`config.mk`:
```
export PLATFORM = sky130hd
export DESIGN_NAME = rename_core
export DESIGN_NICKNAME = d
export VERILOG_FILES = /design/src/common/rename_pkg.sv /design/src/common/dispatch_if.sv /design/src/common/retire_if.sv /design/src/rename/free_list.sv /design/src/rename/map_table.sv /design/src/rob/rob.sv /design/src/source/rename_core.sv
export SDC_FILE = /design/constraint.sdc
export NUM_CORES = 1
export LEC_CHECK = 0
export BUFFER_PORTS_ARGS = -buffer_cell sky130_fd_sc_hd__buf_2
export CORE_MARGIN = 10
export CORE_UTILIZATION = 58
export CTS_CLUSTER_SIZE = 14
export DETAILED_ROUTE_END_ITERATION = 8
export PLACE_DENSITY = 0.81
export SLEW_MARGIN = 20
export SYNTH_ARGS = -nofsm -noshare
export SYNTH_HDL_FRONTEND = slang
export SYNTH_SLANG_ARGS = --single-unit
```
`constraint.sdc`:
```
create_clock -name clock -period 9.85 [get_ports clock]
set_clock_uncertainty 0.1 [all_clocks]
set_input_delay 0.4925 -clock clock [delete_from_list [all_inputs] [get_ports clock]]
set_output_delay 0.4925 -clock clock [all_outputs]
set_load 0.02 [all_outputs]
```
`src/common/rename_pkg.sv`:
```
/*
  rename package
  shared widths, register counts and tag types for the rename core:
  architectural register index, physical tag, the zero register and
  the default sizing of the free list and the reorder buffer.
*/
package rename_pkg;

  ////////////////////
  // widths
  ////////////////////

  // 32 architectural registers, 5-bit index
  localparam int arch_reg_w    = 5;
  localparam int num_arch_regs = 32;

  // physical tag space up to 64 entries
  localparam int phys_tag_w = 6;

  typedef logic [arch_reg_w-1:0] arch_reg_t;
  typedef logic [phys_tag_w-1:0] phys_tag_t;

  ////////////////////
  // special registers
  ////////////////////

  // r31 reads as zero, never renamed, always maps to p31
  localparam arch_reg_t zero_reg = arch_reg_t'(31);

  ////////////////////
  // default sizing
  ////////////////////

  // 32 tags live in the map after reset, the rest start in the free list
  // anything from 33 to 64 works
  localparam int default_num_phys = 40;

  // power of two, 4 to 32
  localparam int default_rob_depth = 16;

endpackage

```
`src/common/dispatch_if.sv`:
```
/*
  dispatch interface
  one dispatch transaction: the handshake qualifiers and register indices
  from the top level, the renamed sources and old mapping from the map
  table, and the new tag plus empty flag from the free list.
*/
interface dispatch_if;
  import rename_pkg::*;

  // handshake result, formed at the top level
  logic      fire;
  logic      renames;
  arch_reg_t dest;
  arch_reg_t src_a;
  arch_reg_t src_b;

  // map table lookups
  phys_tag_t t1;
  logic      t1_ready;
  phys_tag_t t2;
  logic      t2_ready;
  phys_tag_t t_old;

  // free list head
  phys_tag_t t_new;
  logic      empty;

  modport map (input renames, dest, src_a, src_b, t_new,
               output t1, t1_ready, t2, t2_ready, t_old);
  modport free (input renames, output t_new, empty);
  modport rob (input fire, dest, t_new, t_old);

endinterface

```
`src/common/retire_if.sv`:
```
/*
  retire interface
  the ROB head as it retires: valid strobe, architectural destination,
  and the new and old physical tags of that instruction.
*/
interface retire_if;
  import rename_pkg::*;

  // high while the head is complete, pops on the same edge
  logic      valid;
  arch_reg_t arch_reg;
  phys_tag_t t_new;
  // goes back to the free list unless arch_reg is r31
  phys_tag_t t_old;

  modport rob (output valid, arch_reg, t_new, t_old);
  modport free (input valid, arch_reg, t_old);

endinterface

```
`src/rename/free_list.sv`:
```
/*
  free list
  circular queue of free physical tags. the head tag is offered to
  dispatch and pops on a rename; a retire with a real destination
  pushes its old tag on the tail. pop and push can share an edge.
  after reset it holds the tags above the architectural range in order.
*/
module free_list #(
  parameter int num_phys = rename_pkg::default_num_phys
) (
  input  logic     clock,
  input  logic     reset,
  dispatch_if.free disp,
  retire_if.free   ret
);
  import rename_pkg::*;

  // tags not held by the map after reset
  localparam int depth = num_phys - num_arch_regs;
  localparam int ptr_w = (depth > 1) ? $clog2(depth) : 1;
  localparam int cnt_w = $clog2(depth + 1);

  typedef logic [ptr_w-1:0] fl_ptr_t;
  typedef logic [cnt_w-1:0] fl_cnt_t;

  phys_tag_t fl_mem [depth];
  fl_ptr_t   head;
  fl_ptr_t   tail;
  fl_cnt_t   count;
  logic      pop;
  logic      push;

  // depth is not a power of two in general, wrap by hand
  function automatic fl_ptr_t ptr_inc(input fl_ptr_t ptr);
    ptr_inc = (ptr == fl_ptr_t'(depth - 1)) ? '0 : ptr + 1'b1;
  endfunction

  assign pop  = disp.renames;
  // p31 never enters the queue
  assign push = ret.valid && (ret.arch_reg != zero_reg);

  // head is visible to dispatch the cycle after it is written
  assign disp.t_new = fl_mem[head];
  assign disp.empty = (count == '0);

  ////////////////////
  // queue update
  ////////////////////

  always_ff @(posedge clock) begin
    if (reset) begin
      for (int i = 0; i < depth; i++) begin
        fl_mem[i] <= phys_tag_t'(num_arch_regs + i);
      end
      // full queue, tail wrapped onto head
      head  <= '0;
      tail  <= '0;
      count <= fl_cnt_t'(depth);
    end else begin
      if (pop) begin
        head <= ptr_inc(head);
      end
      if (push) begin
        fl_mem[tail] <= ret.t_old;
        tail         <= ptr_inc(tail);
      end
      // occupancy
      case ({push, pop})
        2'b10:   count <= count + 1'b1;
        2'b01:   count <= count - 1'b1;
        default: count <= count;
      endcase
    end
  end

endmodule

```
`src/rename/map_table.sv`:
```
/*
  map table
  speculative architectural-to-physical map with a ready bit per entry.
  sources and the old destination mapping are read combinationally;
  a rename writes the new tag not ready, a completion broadcast sets
  the ready bit of every entry holding that tag. r31 stays at p31.
*/
module map_table #(
  parameter int num_phys = rename_pkg::default_num_phys
) (
  input  logic                  clock,
  input  logic                  reset,
  dispatch_if.map               disp,
  input  logic                  complete_valid,
  input  rename_pkg::phys_tag_t complete_tag
);
  import rename_pkg::*;

  phys_tag_t                map_tag [num_arch_regs];
  logic [num_arch_regs-1:0] map_ready;
  logic                     complete_hit;
  logic                     write_dest;

  // tags past the physical range can't be in the map
  assign complete_hit = complete_valid && (int'(complete_tag) < num_phys);

  // r31 entry is never overwritten
  assign write_dest = disp.renames && (disp.dest != zero_reg);

  ////////////////////
  // lookups
  ////////////////////

  // reads see the table before this instruction's own rename,
  // and only completions from earlier edges
  always_comb begin
    disp.t1       = map_tag[disp.src_a];
    disp.t1_ready = map_ready[disp.src_a];
    disp.t2       = map_tag[disp.src_b];
    disp.t2_ready = map_ready[disp.src_b];
    // old mapping, freed when this instruction retires
    disp.t_old    = map_tag[disp.dest];
  end

  ////////////////////
  // update
  ////////////////////

  always_ff @(posedge clock) begin
    if (reset) begin
      // identity map, everything ready
      for (int i = 0; i < num_arch_regs; i++) begin
        map_tag[i] <= phys_tag_t'(i);
      end
      map_ready <= '1;
    end else begin
      // broadcast first
      if (complete_hit) begin
        for (int i = 0; i < num_arch_regs; i++) begin
          if (map_tag[i] == complete_tag) begin
            map_ready[i] <= 1'b1;
          end
        end
      end
      // rename last, so it wins on the same entry
      if (write_dest) begin
        map_tag[disp.dest]   <= disp.t_new;
        map_ready[disp.dest] <= 1'b0;
      end
    end
  end

endmodule

```
`src/rob/rob.sv`:
```
/*
  reorder buffer
  circular buffer of in-flight instructions, written at the tail on
  dispatch and retired in order from the head. a completion broadcast
  marks the entry whose new tag matches; r31 destinations enter already
  complete. the head view is combinational and pops when complete.
*/
module rob #(
  parameter int rob_depth = rename_pkg::default_rob_depth
) (
  input  logic                  clock,
  input  logic                  reset,
  dispatch_if.rob               disp,
  retire_if.rob                 ret,
  input  logic                  complete_valid,
  input  rename_pkg::phys_tag_t complete_tag,
  output logic                  full
);
  import rename_pkg::*;

  // power-of-two depth lets the pointers wrap on their own
  localparam int ptr_w = $clog2(rob_depth);

  typedef logic [ptr_w-1:0] rob_ptr_t;
  typedef logic [ptr_w:0]   rob_cnt_t;

  // entry payload
  arch_reg_t ent_dest  [rob_depth];
  phys_tag_t ent_t_new [rob_depth];
  phys_tag_t ent_t_old [rob_depth];

  // entry state
  logic [rob_depth-1:0] ent_valid;
  logic [rob_depth-1:0] ent_complete;
  logic [rob_depth-1:0] complete_match;

  rob_ptr_t head;
  rob_ptr_t tail;
  rob_cnt_t count;
  logic     pop;

  assign full = (count == rob_cnt_t'(rob_depth));

  ////////////////////
  // completion search
  ////////////////////

  // r31 entries carry no real tag and are skipped
  always_comb begin
    for (int i = 0; i < rob_depth; i++) begin
      complete_match[i] = complete_valid && ent_valid[i] &&
                          (ent_dest[i] != zero_reg) &&
                          (ent_t_new[i] == complete_tag);
    end
  end

  ////////////////////
  // head view
  ////////////////////

  assign pop          = ent_valid[head] && ent_complete[head];
  assign ret.valid    = pop;
  assign ret.arch_reg = ent_dest[head];
  assign ret.t_new    = ent_t_new[head];
  assign ret.t_old    = ent_t_old[head];

  ////////////////////
  // state update
  ////////////////////

  always_ff @(posedge clock) begin
    if (reset) begin
      ent_valid    <= '0;
      ent_complete <= '0;
      head         <= '0;
      tail         <= '0;
      count        <= '0;
    end else begin
      // broadcast first
      // the tail write below overrides its own bit
      ent_complete <= ent_complete | complete_match;
      if (pop) begin
        ent_valid[head] <= 1'b0;
        head            <= head + 1'b1;
      end
      if (disp.fire) begin
        ent_valid[tail]    <= 1'b1;
        // nothing to wait for on r31
        ent_complete[tail] <= (disp.dest == zero_reg);
        tail               <= tail + 1'b1;
      end
      // dispatch and retire can overlap
      case ({disp.fire, pop})
        2'b10:   count <= count + 1'b1;
        2'b01:   count <= count - 1'b1;
        default: count <= count;
      endcase
    end
  end

  // payload written at the tail on dispatch
  always_ff @(posedge clock) begin
    if (disp.fire) begin
      ent_dest[tail]  <= disp.dest;
      ent_t_new[tail] <= disp.t_new;
      ent_t_old[tail] <= disp.t_old;
    end
  end

endmodule

```
`src/source/rename_core.sv`:
```
/*
  rename core
  register rename and in-order retire: map table, free list and ROB
  behind a valid/ready dispatch port, a completion broadcast port in
  the role of the CDB, and a retire strobe for the ROB head.
  dispatch stalls on a full ROB, or on an empty free list unless the
  destination is the zero register.
*/
module rename_core #(
  parameter int num_phys  = rename_pkg::default_num_phys,
  parameter int rob_depth = rename_pkg::default_rob_depth
) (
  input  logic                  clock,
  input  logic                  reset,

  // dispatch request
  input  logic                  dispatch_valid,
  input  rename_pkg::arch_reg_t dispatch_dest,
  input  rename_pkg::arch_reg_t dispatch_src_a,
  input  rename_pkg::arch_reg_t dispatch_src_b,

  // completion broadcast, no back-pressure
  input  logic                  complete_valid,
  input  rename_pkg::phys_tag_t complete_tag,

  // dispatch response, same cycle
  output logic                  dispatch_ready,
  output rename_pkg::phys_tag_t dispatch_t1,
  output logic                  dispatch_t1_ready,
  output rename_pkg::phys_tag_t dispatch_t2,
  output logic                  dispatch_t2_ready,
  output rename_pkg::phys_tag_t dispatch_t_new,
  output rename_pkg::phys_tag_t dispatch_t_old,

  // retiring head
  output logic                  retire_valid,
  output rename_pkg::arch_reg_t retire_arch,
  output rename_pkg::phys_tag_t retire_t_new,
  output rename_pkg::phys_tag_t retire_t_old
);
  import rename_pkg::*;

  dispatch_if disp ();
  retire_if   ret ();

  logic rob_full;
  logic dest_is_zero;

  ////////////////////
  // dispatch handshake
  ////////////////////

  // r31 needs no free tag
  assign dest_is_zero   = (dispatch_dest == zero_reg);
  assign dispatch_ready = !rob_full && (!disp.empty || dest_is_zero);

  assign disp.fire    = dispatch_valid && dispatch_ready;
  // only a real destination pulls a tag and updates the map
  assign disp.renames = disp.fire && !dest_is_zero;
  assign disp.dest    = dispatch_dest;
  assign disp.src_a   = dispatch_src_a;
  assign disp.src_b   = dispatch_src_b;

  // rename results out
  assign dispatch_t1       = disp.t1;
  assign dispatch_t1_ready = disp.t1_ready;
  assign dispatch_t2       = disp.t2;
  assign dispatch_t2_ready = disp.t2_ready;
  assign dispatch_t_new    = disp.t_new;
  assign dispatch_t_old    = disp.t_old;

  // retire view of the ROB head
  assign retire_valid = ret.valid;
  assign retire_arch  = ret.arch_reg;
  assign retire_t_new = ret.t_new;
  assign retire_t_old = ret.t_old;

  ////////////////////
  // blocks
  ////////////////////

  map_table #(
    .num_phys (num_phys)
  ) u_map_table (
    .clock          (clock),
    .reset          (reset),
    .disp           (disp),
    .complete_valid (complete_valid),
    .complete_tag   (complete_tag)
  );

  free_list #(
    .num_phys (num_phys)
  ) u_free_list (
    .clock (clock),
    .reset (reset),
    .disp  (disp),
    .ret   (ret)
  );

  rob #(
    .rob_depth (rob_depth)
  ) u_rob (
    .clock          (clock),
    .reset          (reset),
    .disp           (disp),
    .ret            (ret),
    .complete_valid (complete_valid),
    .complete_tag   (complete_tag),
    .full           (rob_full)
  );

endmodule
```
# Word level (Yosys, flattened, before mapping)
# Memory sizes are Yosys's and may differ from the RTL's. A register that Yosys moved wholly into a read port is not among the register bits.
# Index checks and enable logic that the tools add are counted.
[word_totals]
ff_bits = 87
inputBits = 25
ramBits = 512
elab_cells = 260
n_memories = 5
[memory_table]
columns = ["name", "depth", "word_bits", "rd", "rd_ports_with_merged_regs", "wr", "line", "text"]
rows = [
  ["u_map_table.map_tag", 32, 6, 35, 0, 32, "map_table.sv:19", "phys_tag_t map_tag [num_arch_regs];"],
  ["u_rob.ent_t_new", 16, 6, 17, 1, 1, "rob.sv:29", "phys_tag_t ent_t_new [rob_depth];"],
  ["u_rob.ent_t_old", 16, 6, 1, 1, 1, "rob.sv:30", "phys_tag_t ent_t_old [rob_depth];"],
  ["u_rob.ent_dest", 16, 5, 17, 1, 1, "rob.sv:28", "arch_reg_t ent_dest [rob_depth];"],
  ["u_free_list.fl_mem", 8, 6, 1, 1, 8, "free_list.sv:26", "phys_tag_t fl_mem [depth];"],
]
[classes]
addsub = 8
n_mux = 82
n_eq_ne = 74
reduce_logical = 67
magnitude_cmp = 9
bitwise_logic = 6
[ops]
columns = ["cell", "count"]
rows = [
  ["6-bit equality test", 48],
  ["32-bit two-way mux", 3],
  ["5-bit inequality test, second input constant", 18],
  ["16-bit two-way mux", 4],
  ["1-bit logical AND", 58],
  ["1-bit two-way mux", 51],
  ["32-bit AND", 1],
  ["32-bit inverter", 1],
  ["16-bit OR", 2],
  ["4-bit two-way mux", 6],
  ["5-bit by 6-bit < comparator with 1-bit output, second input constant", 3],
  ["16-bit AND", 1],
  ["16-bit bitwise mux", 1],
  ["16-bit inverter", 1],
  ["3-bit two-way mux", 5],
  ["4-bit by 1-bit adder with 4-bit output, second input constant", 3],
  ["6-bit two-way mux", 2],
  ["6-bit OR reduction", 2],
  ["1-bit binary-select mux with 5-bit select", 2],
  ["5-bit equality test, second input constant", 2],
  ["4-bit by 5-bit < comparator with 1-bit output, second input constant", 2],
  ["5-bit one-hot mux with 2 select lines", 1],
  ["1-bit binary-select mux with 4-bit select", 2],
  ["1-bit demux with 4-bit select", 2],
  ["other kinds (17)", 25],
]

# Longest topological paths before layout
# Gate-level depths: netlist of run 1.
[logic_depth]
depth_word = 12
ltp_mapped = 16

# Cells and area by module
# A second synthesis of run 1 with hierarchy kept.
[unflattened]
hier_cells = 2343
hier_area_um2 = 32537.5
[modules_own_cells]
columns = ["mod", "cells_per_inst", "seq_area_each_um2", "n_inst", "area_per_inst_um2"]
rows = [
  ["map_table", 1262, 6406.1, 1, 15651.3],
  ["rob", 853, 9148.8, 1, 13984.7],
  ["free_list", 220, 1701.6, 1, 2847.7],
  ["rename_core", 8, 0.0, 1, 53.8],
]

# Worst setup path before layout of run 1
# No wires, ideal clock.
[synth_path]
path_type = "reg2reg"
from = "reg (tool-made name)"
to = "reg u_free_list.count[3]"
path_buffers = 3
stages_incl_launch_ff = 17
setup_slack_ps = 6329
arrival_time_ps = 3357
t_required_ps = 9686
period_less_slack_ps = 3521
path_cell_list = "dfxtp_1 > buf_6 > buf_12 > mux4_2 > a22oi_1 > nand3_1 > and3_1 > buf_6 > a21oi_4 > inv_4 > ha_1 > ha_1 > a21o_1 > a21oi_1 > xnor2_1 > or3_1 > nand3_1"
[synth_lines]
columns = ["element", "line", "text"]
rows = [
  ["end signal, assigned", "free_list.sv:58", "count <= fl_cnt_t'(depth);"],
  ["end signal, assigned", "free_list.sv:69", "2'b10: count <= count + 1'b1;"],
  ["end signal, assigned", "free_list.sv:70", "2'b01: count <= count - 1'b1;"],
  ["end, declared", "free_list.sv:29", "fl_cnt_t count;"],
]

==> results of run 1 <==
==> critical path, stage by stage, from the launching register on <==
cell	delay [ps]
dfxtp_4	680
buf_4	700
mux4_1	660
a22oi_1	210
nand3_1	150
and3_1	380
a21oi_4	310
inv_4	80
ha_1	250
ha_1	280
a21o_1	170
a21oi_1	170
xnor2_1	90
or3_1	300
nand3_1	90
==> routing by layer <==
layer	up-vias	GRT usage, %	share of wire, %
met5	-	0	0.014
met4	2	16.71	5.9
met3	359	6.772	13
met2	1758	46.88	48
met1	10830	35.97	34
li1	8772	-	-
==> cell type report <==
cell class / count / area, um2
clock buffer: 84 / 1810
clock inverter: 36 / 384.1
fill: 3879 / 19800
inverter: 37 / 141.4
multi-input combinational: 1466 / 14040
sequential: 606 / 17260
tap: 748 / 935.9
timing repair buffer: 101 / 606.8
==> through the flow <==
step	cell area [um2]	worst slack, ps
2_1_floorplan	32110	6329
3_3_place_gp	32970	5173
3_5_place_dp	32970	5023
4_1_cts	35160	5107
5_1_grt	35180	4794
6_report	35180	5142
==> placed cells by master (no fill, tap or decap), types with 47 or more instances in the layout <==
master / n
nand2_1: 187
xnor2_1: 198
mux4_2: 259
nor2_1: 238
xor2_1: 103
dfxtp_1: 91
buf_2: 65
nand4_1: 47
clkbuf_16: 67
nand3_1: 53
edfxtp_1: 512
==> state kept, by name, indices dropped and copies added, names as in the netlist, 5 cells and up, named ones only <==
signal / count
u_rob.ent_valid: 16
u_rob.ent_dest: 80
u_rob.ent_t_new: 96
u_rob.count: 5
u_rob.ent_complete: 16
u_map_table.map_ready: 32
u_free_list.fl_mem: 48
u_rob.ent_t_old: 96
u_map_table.map_tag: 192
==> path summary, 6_finish.rpt <==
path | startpoint | end | slack, ps | cells after the start
hold / removal | dispatch_dest[1] | u_rob.ent_dest[3][1] | 180 | 1
setup reg to reg | flip-flop | u_free_list.count[3] | 5140 | 14
setup / recovery | flip-flop | u_free_list.count[3] | 5140 | 14
hold reg to reg | u_rob.ent_valid[12] | u_rob.ent_valid[12] | 390 | 2
==> power groups by stage <==
stage	registers, mW	clock network, mW	logic, mW
global route	3.00	2.64	0.989
floorplan	2.99	0	0.634
CTS	2.99	2.54	0.932
finish	2.99	2.53	0.950
global placement	3.03	0	0.901
detailed placement	3.04	0	0.926
==> cells by family after synthesis <==
family                     count (synthesis)  share of synthesized area, %
and+or+nand+nor                          662                         9.437
AOI/OAI and AO/OA                        168                         4.019
buffers and inverters                    206                         2.799
other                                      2                       0.02340
muxes                                    308                         20.88
adders and majority gates                 21                        0.8653
xor gates and xnor gates                 301                         8.213
DFF                                      606                         53.76
==> out/qor.csv, run 1 <==
metric;value;unit
synth_area_leaders;edfxtp_1, mux4_2, dfxtp_1;
max_freq;212.4;MHz
yosys_warnings;0;
switching_share;27.15;%
cts_resized;0;
internal_power;4.711;mW
leakagePower;11.10;nW
maxSlewHeadroom;23.37;%
worst_slew_pin_slew;1149;ps
synth_top_area_cell;edfxtp_1;
dieArea;65160;um2
dr_total_vias;21720;
critPathKind;flip-flop to flip-flop;
synth-seq-cells;606;
cts_tree;done;
setup_violations;0;
drive_above_1_share;22.10;%
final_antenna_net_count;0;
num_antenna_cells;0;
clk_latency;610;ps
fin_cells;3078;
clk_pin_slew;70;ps
grt_pass1_vias;21830;
syn_inst;2274;
post_drt_wl_per_cell;30.60;um
ys_types;63;
period_share;47.80;%
gp_congestion;0.9485;
yosysTopAreaCellShare;47.90;%
synthArstFlopShare;0;%
cp_max_fo;42;
synth_edf_count;512;
rsz0062_at_grt;false;
cts_made_buffers;66;
synth.most_common_cell;edfxtp_1;
clock_path_buffers;3;
cts_hold_buf;0;
wl;94200;um
finalNetCount;2324;
grt_pass1_wl;139300;um
cp.arrival;5150;ps
power_frac_comb;14.7;%
cts-root-buf;clkbuf_16;
required;10300;ps
crit_path_start_kind;flip-flop;
drc;0;
power_frac_seq;46.2;%
post_cts_buffers;0;
avgSynthCellArea;14.12;um2
period_needed;4708;ps
hp-class;input pin to flip-flop;
grt_max_degree;93;
htree_levels;3;
finalPower;6.466;mW
ys_seq_area_share;53.76;%
maxSlewViolCount;0;
syn_to_final_growth;9.600;%
net-switching-power;1.755;mW
pwr_density_cell;183.8;nW/um2
core-area;54990;um2
clkPwrFrac;39.1;%
initial_core_util;58.38;%
antenna_found_initial;2;
io_pins;70;
whs;180.1;ps
clkSinkCount;606;
drt_first_iter_violations;3344;
dp_hpwl;61350;um
maxCapViolCount;0;
dieWidth;255.3;um
row_count;86;
ir_drop;0.0001645;V
gr-total-overflow;0;
port_buffers;69;
setup-tns-final;0;ps
first_pass_iters;6;
synth_area;32100;um2
status;finished, final reports clean;
vias_per_cell;7.057;
synthTopCellsByCount;edfxtp_1, mux4_2, nor2_1;
finish.utilization;63.98;%
endpoint_kind;flip-flop;
fp.dieH;255.3;um
synth_flop_cell;edfxtp_1;
hold_viol_final;0;
grtUsageTotal;29.16;%
placedCellCount;2957;
Power figures use the tool's default switching activity.
==> run 2, diff against run 1 <==
==> constraint.sdc (replaced) <==
create_clock -name clock -period 4.65 [get_ports clock]
set_clock_uncertainty 0.1 [all_clocks]
set_input_delay 0.2325 -clock clock [delete_from_list [all_inputs] [get_ports clock]]
set_output_delay 0.2325 -clock clock [all_outputs]
set_load 0.02 [all_outputs]
==> run 2 against run 1 <==
Against the previous run: critical path depth did not move; final cell count rose by 0.58%; count of clock-buffer cells in the layout fell by 6; sequential power rose by 110%; die area did not move; first-iteration DRC count fell by 12%; clock power rose by 100%; global-route usage rose by 0.57 points; critical path type unchanged; largest cell class unchanged; largest power group unchanged.
==> out/qor.csv, run 2 (synthesis gave the netlist of run 1 again) <==
metric;value;unit;change
use_met3;7.655;%;was 6.772%
ir_drop;0.0003681;V;was 0.0001645 V
pwr_density_cell;382.9;nW/um2;was 183.8 nW/um2
gr-usage-met1;36.00;%;was 35.97%
fp.dieH;255.3;um;unchanged
leakagePower;11.15;nW;was 11.10 nW
min_to;u_rob.ent_dest[8][4];;was u_rob.ent_dest[3][1]
gr-total-overflow;0;;unchanged
initial_core_util;58.38;%;unchanged
hp-start;dispatch_dest[4];;was dispatch_dest[1]
cts-root-buf;clkbuf_16;;unchanged
first_pass_iters;5;;was 6
maxSlewViolCount;0;;unchanged
syn_to_final_growth;9.951;%;was 9.600%
cp_max_fo;25;;was 42
final_antenna_net_count;0;;unchanged
wl;96450;um;was 94200 um
cts_made_buffers;61;;was 66
holdPathStages;2;;was 1
clk_pin_slew;60;ps;was 70 ps
reg_top3;u_map_table.map_tag x192, u_rob.ent_t_new x96, u_rob.ent_t_old x96;;unchanged
critPathKind;flip-flop to flip-flop;;unchanged
reg2reg_to;u_free_list.count[3];;unchanged
cp.arrival;4510;ps;was 5150 ps
fin_area;35290;um2;was 35180 um2
place_area;33140;um2;was 32970 um2
io_pins;70;;unchanged
grt_max_degree;87;;was 93
clk_latency;670;ps;was 610 ps
endpoint_kind;flip-flop;;unchanged
vias_per_cell;7.074;;was 7.057
seq_area;17260;um2;about the same
drc;0;;unchanged
clock_path_buffers;3;;unchanged
drt_first_iter_violations;2957;;was 3344
required;5110;ps;was 10300 ps
worst_slew_pin_slew;1097;ps;was 1149 ps
period_share;87.00;%;was 47.80%
grtUsageTotal;29.73;%;was 29.16%
dieWidth;255.3;um;unchanged
r2r_setup_slack;600;ps;was 5140 ps
grt_pass1_wl;141800;um;was 139300 um
setup_violations;0;;unchanged
rsz0062_at_grt;false;;unchanged
finalPower;13.51;mW;was 6.466 mW
maxCapViolCount;0;;unchanged
final_common_cell;edfxtp_1;;unchanged
met2_usage;47.96;%;was 46.88%
clkSinkCount;606;;unchanged
crit_path_start_kind;flip-flop;;unchanged
core-area;54990;um2;unchanged
period_needed;4046;ps;was 4708 ps
hp-class;input pin to flip-flop;;unchanged
largest_reg_flops;192;;unchanged
post_drt_wl_per_cell;31.15;um;was 30.60 um
max_freq;247.2;MHz;was 212.4 MHz
status;finished, final reports clean;;unchanged
regMostFlops;u_map_table.map_tag;;unchanged
hold_viol_final;0;;unchanged
maxSlewHeadroom;26.88;%;was 23.37%
busiest_layer;met2;;unchanged
dieArea;65160;um2;unchanged
dp_hpwl;64670;um;was 61350 um
mostFrequentLayoutCells;edfxtp_1, mux4_2, nor2_1, xnor2_1, nand2_1;;unchanged
num_antenna_cells;0;;unchanged
gp_congestion;1.031;;was 0.9485
multiInputGateArea;14040;um2;unchanged
antenna_found_initial;7;;was 2
setup-tns-final;0;ps;unchanged
drive_above_1_share;22.32;%;was 22.10%
dr_total_vias;21900;;was 21.72k
grt_pass1_vias;21900;;was 21.83k
port_buffers;69;;unchanged
finalNetCount;2342;;was 2324
cts_tree;done;;unchanged
row_count;86;;unchanged
nFillCells;3849;;was 3879
htree_levels;2;;was 3
reg2regPathDepth;14;;unchanged
[run 2: cell count changes in the layout (fill, tap and decap cells not counted), sizes merged]
cell | before | now
buf | 101 | 120
dlygate4sd3 | 0 | 4
inv | 42 | 37
clkinvlp | 0 | 2
clkbuf | 84 | 78
clkinv | 25 | 28
bufinv | 6 | 7
[run 2: area by class of cell]
type	instances	area share (%)
inverters	37	0.4006
flip-flops and latches	606	48.91
repair buffers	124	2.276
clock buffers	78	4.765
clock inverters	37	1.220
well taps	748	2.652
multi-input cells	1466	39.78
[run 2: report_power, final]
part	leakage (nW)	total, mW	switching (mW)	internal, mW
registers	5.34	6.33	0.183	6.14
clock network	1.03	5.15	2.19	2.96
logic	4.78	2.04	1.32	0.722
total	11.2	13.5	3.69	9.82
[run 2: routing by layer]
metal,wire length [um],vias to the layer above
li1,-,8809
met1,32880,10990
met2,45750,1694
met3,11440,401
met4,6330,8
met5,51,-
[run 2: worst max path at each step]
stage / slack (ps) / depth (start not counted) / end
floorplan: 1130 / 16 / u_free_list.count[3]
detailed placement: 680 / 14 / u_free_list.count[3]
global placement: 710 / 14 / u_free_list.count[3]
CTS: 630 / 14 / u_free_list.count[3]
global route: 350 / 14 / u_free_list.count[3]
finish: 600 / 14 / u_free_list.count[3]
[run 2: timing repair]
action                                 4_1_cts  5_1_grt
endpoints found under the hold margin       36        0
buffers inserted                             0        0
hold buffers                                 4        0
resized for setup                            0        0
[run 2: per-stage QoR]
| step | util [%] | setup WS (ps) | cells | hold WS [ps] |
|---|---|---|---|---|
| after global routing | 64.19 | 351.5 | 3096 | 24.88 |
| after CTS | 64.19 | 628.1 | 3096 | 12.20 |
| after floorplan | - | 1129 | 2278 | 231.4 |
| after detailed placement | 60.27 | 683.7 | 2977 | 362.9 |
| final | 64.19 | 604.4 | 3096 | 38.53 |
| after global placement | 60.27 | 709.9 | 2977 | 343.3 |
[run 2: worst max-delay path: stages (launching register included)]
cell and delay [ps]:
dfxtp_4 630, buf_4 330, mux4_2 520, a22oi_1 200, nand3_1 170, and2_4 250
a21oi_4 220, inv_4 90, ha_1 250, ha_1 300, a21o_1 200, a21oi_1 180
xnor2_1 90, or3_1 330, nand3_1 90
